$ cat src/hdl/dac_pkg.sv
// shared types for the DAC output path
// sample, scale, product and word types, plus the lane count and sample limits
`default_nettype none

package dac_pkg;

  // number of samples carried in one parallel word
  localparam int lanes = 4;

  // widths of the sample and the fixed-point scale factor
  localparam int sample_width = 16;
  localparam int scale_width = 18;

  // one signed DAC sample
  typedef logic signed [sample_width-1:0] sample_t;

  // signed fixed-point scale, the fraction bits are set by the top level
  typedef logic signed [scale_width-1:0] scale_t;

  // full product of a sample and a scale, wide enough that it never overflows
  typedef logic signed [sample_width+scale_width-1:0] product_t;

  // a word of lanes, lane 0 sits in the low bits
  typedef sample_t [lanes-1:0] dac_word_t;

  // saturation limits for a scaled sample
  localparam sample_t sample_max = 16'sh7fff;
  localparam sample_t sample_min = 16'sh8000;

endpackage

`default_nettype wire

$ cat src/hdl/dac_prescaler.sv
// two-stage prescaler for the DAC output path
// multiplies every lane by a signed scale, then shifts right and saturates
`timescale 1ns/1ps
`default_nettype none

module dac_prescaler #(
  parameter int scale_frac_bits = 16
) (
  input  wire                clk,
  input  wire                reset,
  input  wire dac_pkg::dac_word_t in_word,
  input  wire                in_valid,
  output logic               in_ready,
  input  wire dac_pkg::scale_t    scale,
  output dac_pkg::dac_word_t scaled_word,
  output logic               scaled_valid,
  input  wire                scaled_ready
);

  // stage 1 holds the full-width product of every lane
  dac_pkg::product_t [dac_pkg::lanes-1:0] s1_prod;
  logic                                   s1_valid;

  // combinational values that feed the two stages
  dac_pkg::product_t [dac_pkg::lanes-1:0] prod_next;
  dac_pkg::dac_word_t                     sat_word;

  // both stages move together, so under back-pressure they simply hold
  logic advance;

  // the pipeline may move when the output stage is empty or is being taken
  assign advance = !scaled_valid || scaled_ready;

  // stage 1 can take a new word whenever the pipeline moves
  assign in_ready = advance;

  // signed multiply per lane, both operands are sign-extended to the product width
  always_comb begin
    for (int i = 0; i < dac_pkg::lanes; i++) begin
      prod_next[i] = dac_pkg::product_t'($signed(in_word[i])) * dac_pkg::product_t'(scale);
    end
  end

  // arithmetic shift floors toward minus infinity, then the result is clamped
  // to the sample range before it is narrowed
  always_comb begin
    dac_pkg::product_t shifted;
    shifted = '0;
    for (int i = 0; i < dac_pkg::lanes; i++) begin
      shifted = s1_prod[i] >>> scale_frac_bits;
      if (shifted > dac_pkg::product_t'(dac_pkg::sample_max)) begin
        sat_word[i] = dac_pkg::sample_max;
      end else if (shifted < dac_pkg::product_t'(dac_pkg::sample_min)) begin
        sat_word[i] = dac_pkg::sample_min;
      end else begin
        sat_word[i] = dac_pkg::sample_t'(shifted);
      end
    end
  end

  // valid bits of both stages
  always_ff @(posedge clk) begin
    if (reset) begin
      s1_valid     <= 1'b0;
      scaled_valid <= 1'b0;
    end else if (advance) begin
      s1_valid     <= in_valid;
      scaled_valid <= s1_valid;
    end
  end

  // payload of both stages, it only matters where the matching valid is set
  always_ff @(posedge clk) begin
    if (advance) begin
      s1_prod     <= prod_next;
      scaled_word <= sat_word;
    end
  end

endmodule

`default_nettype wire

$ cat src/hdl/sample_fifo.sv
// synchronous FIFO of scaled DAC words
// valid/ready on both the write and the read side
`timescale 1ns/1ps
`default_nettype none

module sample_fifo #(
  parameter int fifo_depth = 8
) (
  input  wire                clk,
  input  wire                reset,
  input  wire dac_pkg::dac_word_t wr_word,
  input  wire                wr_valid,
  output logic               wr_ready,
  output dac_pkg::dac_word_t rd_word,
  output logic               rd_valid,
  input  wire                rd_ready
);

  // fifo_depth must be a power of two and at least 2
  localparam int addr_w = $clog2(fifo_depth);

  // pointers carry one extra wrap bit so full and empty differ
  typedef logic [addr_w:0] ptr_t;

  dac_pkg::dac_word_t mem [fifo_depth];
  ptr_t               wr_ptr;
  ptr_t               rd_ptr;

  logic full;
  logic empty;
  logic wr_en;
  logic rd_en;

  assign empty = wr_ptr == rd_ptr;

  // same address but a different wrap bit means the writer is a full lap ahead
  assign full = (wr_ptr[addr_w] != rd_ptr[addr_w]) &&
                (wr_ptr[addr_w-1:0] == rd_ptr[addr_w-1:0]);

  // a write while full is refused, even if a read happens in the same cycle
  assign wr_ready = !full;
  assign rd_valid = !empty;

  assign wr_en = wr_valid && wr_ready;
  assign rd_en = rd_valid && rd_ready;

  // the head word is read straight from storage
  assign rd_word = mem[rd_ptr[addr_w-1:0]];

  always_ff @(posedge clk) begin
    if (wr_en) begin
      mem[wr_ptr[addr_w-1:0]] <= wr_word;
    end
  end

  always_ff @(posedge clk) begin
    if (reset) begin
      wr_ptr <= '0;
      rd_ptr <= '0;
    end else begin
      if (wr_en) begin
        wr_ptr <= wr_ptr + 1'b1;
      end
      if (rd_en) begin
        rd_ptr <= rd_ptr + 1'b1;
      end
    end
  end

endmodule

`default_nettype wire

$ cat src/hdl/dac_serializer.sv
// word to sample serializer for the DAC port
// holds one word and hands out its lanes from 0 upward
`timescale 1ns/1ps
`default_nettype none

module dac_serializer (
  input  wire                clk,
  input  wire                reset,
  input  wire dac_pkg::dac_word_t word,
  input  wire                word_valid,
  output logic               word_ready,
  output dac_pkg::sample_t   dac_sample,
  output logic               dac_valid,
  input  wire                dac_ready
);

  // counter wide enough to index every lane
  localparam int lane_w = (dac_pkg::lanes > 1) ? $clog2(dac_pkg::lanes) : 1;

  dac_pkg::dac_word_t hold_word;
  logic [lane_w-1:0]  lane_cnt;
  logic               busy;

  logic last_lane;
  logic take;
  logic fire;

  assign last_lane = lane_cnt == lane_w'(dac_pkg::lanes - 1);
  assign fire      = dac_valid && dac_ready;

  // a new word is taken when idle, or as the last lane leaves so words stream
  // back to back without a bubble
  assign word_ready = !busy || (fire && last_lane);
  assign take       = word_valid && word_ready;

  assign dac_valid  = busy;
  assign dac_sample = hold_word[lane_cnt];

  always_ff @(posedge clk) begin
    if (reset) begin
      busy     <= 1'b0;
      lane_cnt <= '0;
    end else if (take) begin
      // restart at lane 0 with the incoming word
      busy     <= 1'b1;
      lane_cnt <= '0;
    end else if (fire) begin
      lane_cnt <= lane_cnt + 1'b1;
      if (last_lane) begin
        busy <= 1'b0;
      end
    end
  end

  // the word is only loaded on a take, so the sample holds under back-pressure
  always_ff @(posedge clk) begin
    if (take) begin
      hold_word <= word;
    end
  end

endmodule

`default_nettype wire

$ cat src/hdl/dac_output_path.sv
// top level of the DAC output path
// prescaler, then word FIFO, then serializer to the DAC port
`timescale 1ns/1ps
`default_nettype none

module dac_output_path #(
  parameter int scale_frac_bits = 16,
  parameter int fifo_depth      = 8
) (
  input  wire                clk,
  input  wire                reset,
  input  wire dac_pkg::dac_word_t in_word,
  input  wire                in_valid,
  output logic               in_ready,
  input  wire dac_pkg::scale_t    scale,
  output dac_pkg::sample_t   dac_sample,
  output logic               dac_valid,
  input  wire                dac_ready
);

  // prescaler to FIFO link
  dac_pkg::dac_word_t scaled_word;
  logic               scaled_valid;
  logic               scaled_ready;

  // FIFO to serializer link
  dac_pkg::dac_word_t fifo_word;
  logic               fifo_valid;
  logic               fifo_ready;

  // scale is a level, it should only change while no words are accepted
  dac_prescaler #(
    .scale_frac_bits(scale_frac_bits)
  ) prescaler_i (
    .clk          (clk),
    .reset        (reset),
    .in_word      (in_word),
    .in_valid     (in_valid),
    .in_ready     (in_ready),
    .scale        (scale),
    .scaled_word  (scaled_word),
    .scaled_valid (scaled_valid),
    .scaled_ready (scaled_ready)
  );

  sample_fifo #(
    .fifo_depth(fifo_depth)
  ) fifo_i (
    .clk      (clk),
    .reset    (reset),
    .wr_word  (scaled_word),
    .wr_valid (scaled_valid),
    .wr_ready (scaled_ready),
    .rd_word  (fifo_word),
    .rd_valid (fifo_valid),
    .rd_ready (fifo_ready)
  );

  dac_serializer serializer_i (
    .clk        (clk),
    .reset      (reset),
    .word       (fifo_word),
    .word_valid (fifo_valid),
    .word_ready (fifo_ready),
    .dac_sample (dac_sample),
    .dac_valid  (dac_valid),
    .dac_ready  (dac_ready)
  );

endmodule

`default_nettype wire

$ cat config.mk
export PLATFORM = sky130hd
export DESIGN_NAME = dac_output_path
export DESIGN_NICKNAME = d
export VERILOG_FILES = /design/src/hdl/dac_pkg.sv /design/src/hdl/dac_prescaler.sv /design/src/hdl/sample_fifo.sv /design/src/hdl/dac_serializer.sv /design/src/hdl/dac_output_path.sv
export SDC_FILE = /design/constraint.sdc
export NUM_CORES = 2
export LEC_CHECK = 0
export BUFFER_PORTS_ARGS = -buffer_cell sky130_fd_sc_hd__buf_2
export CAP_MARGIN = 30
export CORE_AREA = 2 2 343 345
export DETAILED_ROUTE_END_ITERATION = 10
export DIE_AREA = 0 0 345 347
export PLACE_DENSITY = 0.88
export SYNTH_ARGS = -nofsm -noshare
export SYNTH_HDL_FRONTEND = slang
export SYNTH_SLANG_ARGS = --single-unit
$ cat constraint.sdc
create_clock -name clk -period 7.5 [get_ports clk]
set_input_delay 0.75 -clock clk [delete_from_list [all_inputs] [get_ports clk]]
set_output_delay 0.75 -clock clk [all_outputs]
set_load 0.01 [all_outputs]
==> results by group <==
Worst setup path
  • Crit Path Class: in -> reg
  • Reg-to-reg slack, setup: 3.74 ns
  • Crit path cell chain: buf_2 -> nand2_1 -> fa_1 -> inv_1 -> fa_1 -> fa_1 -> fa_1 -> fa_1 -> inv_1 -> fa_1 -> inv_1 -> ha_1 -> nand4_1 -> a211oi_1 -> o211ai_1 -> a2111oi_2 -> o41a_1 -> o21ai_1 -> a21oi_1 -> a21oi_1 -> xnor2_1
  • Critical path origin: scale[9]
  • CP most frequent cell: fa_1
  • Maximum cell stage delay along the critical path: 0.70 ns
  • Reg-to-Reg End: fifo_i.mem[2][45]
  • Setup crit end kind: register
  • Reg-to-reg startpoint: fifo_i.rd_ptr[1]
  • CP Data Arrival Time: 7.44 ns
  • Max FO, Critical Path: 33
  • Worst Setup EP: prescaler_i.s1_prod[66]
  • Worst Path Required: 7.89 ns
  • Crit path launch type: input port
  • Worst Reg-to-Reg Cells: 7
  • CP max stage cell: buf_2

Timing
  • Setup TNS: 0 ns
  • F_max: about 0.14 GHz
  • Final period utilization: 94.08%
  • Hold Fails Final Rpt: 0
  • Fin crit period: 7.056 ns
  • Max-slew headroom: 30.92%
  • Worst clock skew: 0.06054 ns
  • Setup violations, final: 0
  • Worst-Margin Slew: 1.036 ns
  • Slew Viols, Final: 0
  • RSZ-0062 raised after global routing: no
  • Fin Hold WS: 0.3818 ns
  • Final setup margin: 0.4441 ns

Routing
  • DRC: 0
  • DRT Wirelength: 171200 um
  • Via density: 5.875
  • Detailed Route Iter0 Violations: between 4000 and 5000
  • Via count: 44200
  • Routed len/inst: 22.76 um
  • Post-route antenna net violation count: 0
  • DRT Pass-1 Iters: 6

Floorplan
  • # rows: ~130
  • Initial Util: 59.64%
  • Core Region: 115700 um^2
  • Die X-Extent: 345 um
  • Die height: around 350 um
  • Die area: about 120000 um^2
  • IO Count: ~100

Yosys
  • Number of flops mapped to enable cells by yosys: ~710
  • Async set-reset flop share out of synthesis: 0%
  • Seq/Total Area, Yosys: 31.35%
  • Ys Warns: 0
  • Avg Cell Area, Syn: roughly 12 um^2
  • Post-Syn Nets: around 7500
  • Post-Syn Instances: slightly below 6000
  • Top FF cell, synth: edfxtp_1
  • Post-synthesis cell type count: 59
  • Mapped cell area: 69030 um^2
  • Seq cells post-synth: about 730

Final layout
  • Most common cell after layout, fill and taps aside: inv_1
  • Layout cells sized above 1: 9.229%
  • Area delta synth->final: 7.196%
  • # nets final: ~7500
  • Fill count: 7916
  • Most frequent cells in the layout: inv_1, fa_1, edfxtp_1
  • Utilization after layout: 63.94%

Placement
  • Place WS: -0.01649 ns
  • Post-DP HPWL: 123500 um
  • Buffers on Ports: 103
  • RD Place Congestion: 0.9610

Clock network
  • Clock buffer depth: 3
  • Clk sinks: approximately 730
  • CTS resizes: 0
  • CTS tree: done
  • TritonCTS Buffers: 72
  • Setup bufs post-CTS: 0
  • CTS root buffer: clkbuf_16
  • Post-CTS Hold Buffers: 0
  • Clk slew on worst S/H paths: 0.07 ns
  • Clock latency on the worst-skew pair: 0.66 ns
  • Total number of H-tree levels: 3

Global routing
  • Total gr overflow: 0
  • Total GRT Usage: between 20% and 30%
  • Initial antenna violation count: 15
  • Number of global-route vias before repair: roughly 50000
  • First-pass GRT wire length: 271100 um
  • Largest net degree at the start of global routing: 86

Flow run
  • Max-cap viol count: 0

Status
  • Status: finished clean

Hold path
  • Class of the worst hold path: in -> reg
## cell families after synthesis
logic type	share of synthesized area, %
and+or+nand+nor	10.81
buffers and inverters	8.436
adders and majority gates	39.60
DFF	31.35
AOI/OAI and AO/OA	2.603
muxes	5.786
xor gates and xnor gates	1.421
## worst min path at each step
stage	slack (ns)	to	depth (start not counted)	startpoint
floorplan	0.43	prescaler_i.scaled_valid	2	prescaler_i.s1_valid
global placement	0.44	prescaler_i.scaled_valid	2	prescaler_i.s1_valid
detailed placement	0.46	prescaler_i.scaled_valid	2	prescaler_i.s1_valid
CTS	0.36	prescaler_i.s1_valid	3	in_valid
global route	0.39	prescaler_i.s1_valid	3	in_valid
finish	0.38	prescaler_i.s1_valid	3	in_valid
## registers in the layout, indices dropped and copies added (netlist names)
signal	count
fifo_i.wr_ptr	4
serializer_i.hold_word	64
prescaler_i.s1_prod	72
fifo_i.rd_ptr	4
fifo_i.mem	512
serializer_i.dac_valid	1
prescaler_i.scaled_valid	1
prescaler_i.scaled_word	64
serializer_i.lane_cnt	2
prescaler_i.s1_valid	1
## synthesized netlist by cell type, types with 7 or more instances
master,number,share of area [%]
inv_1,1259,6.8
clkbuf_1,266,1.4
nand4_1,16,0.15
xor2_1,29,0.37
a211oi_1,13,0.14
nor3_1,16,0.12
nor2b_1,12,0.11
edfxtp_1,712,31
nor2_1,288,1.6
fa_1,1156,34
o21bai_1,9,0.098
nand2b_1,30,0.27
a31oi_1,7,0.063
mux4_2,144,4.7
xnor2_1,83,1.1
mux2_2,64,1.0
nand3_1,13,0.094
dfxtp_1,13,0.38
o21ai_0,34,0.25
o21a_1,12,0.13
ha_1,335,6.1
o21ai_1,7,0.051
a21oi_1,127,0.92
a21o_1,32,0.35
nand2_1,637,3.5
and2_1,538,4.9
buf_1,24,0.13
## worst max-delay path, delay by kind of cell
family	cells	cell delay, ns
buf+inv	4	0.85
xor+xnor	1	0.17
fa+ha+maj	7	3.48
compound gates	7	1.81
simple gates	2	0.35
## final cells by class
cell class | count | area [um^2] | area share, %
clock buffers | 82 | 1839 | 2.486
multi-input cells | 3662 | 41640 | 56.27
repair buffers | 212 | 1702 | 2.300
clock inverters | 51 | 513.0 | 0.6933
well taps | 1524 | 1907 | 2.577
inverters | 1260 | 4730 | 6.392
diodes | 6 | 15.01 | 0.02029
flip-flops and latches | 725 | 21650 | 29.26
## per-stage QoR
| step | cell area [um^2] | instances |
|---|---|---|
| floorplan | 69030 | 5938 |
| detailed placement | 71520 | 7379 |
| global placement | 71390 | 7373 |
| finish | 74000 | 7522 |
| CTS | 73870 | 7512 |
| global route | 73990 | 7519 |
## per-layer routing
layer / GRT usage (%) / part of all wire, %
met1: 36.55 / 35
met2: 49.31 / 49
met3: 7.473 / 11
met4: 13.35 / 4.9
met5: 0 / 0.068
Power is left out: the tool's default activity adds up to more than one toggle a clock period on the data nets, which glitch-free logic cannot reach.
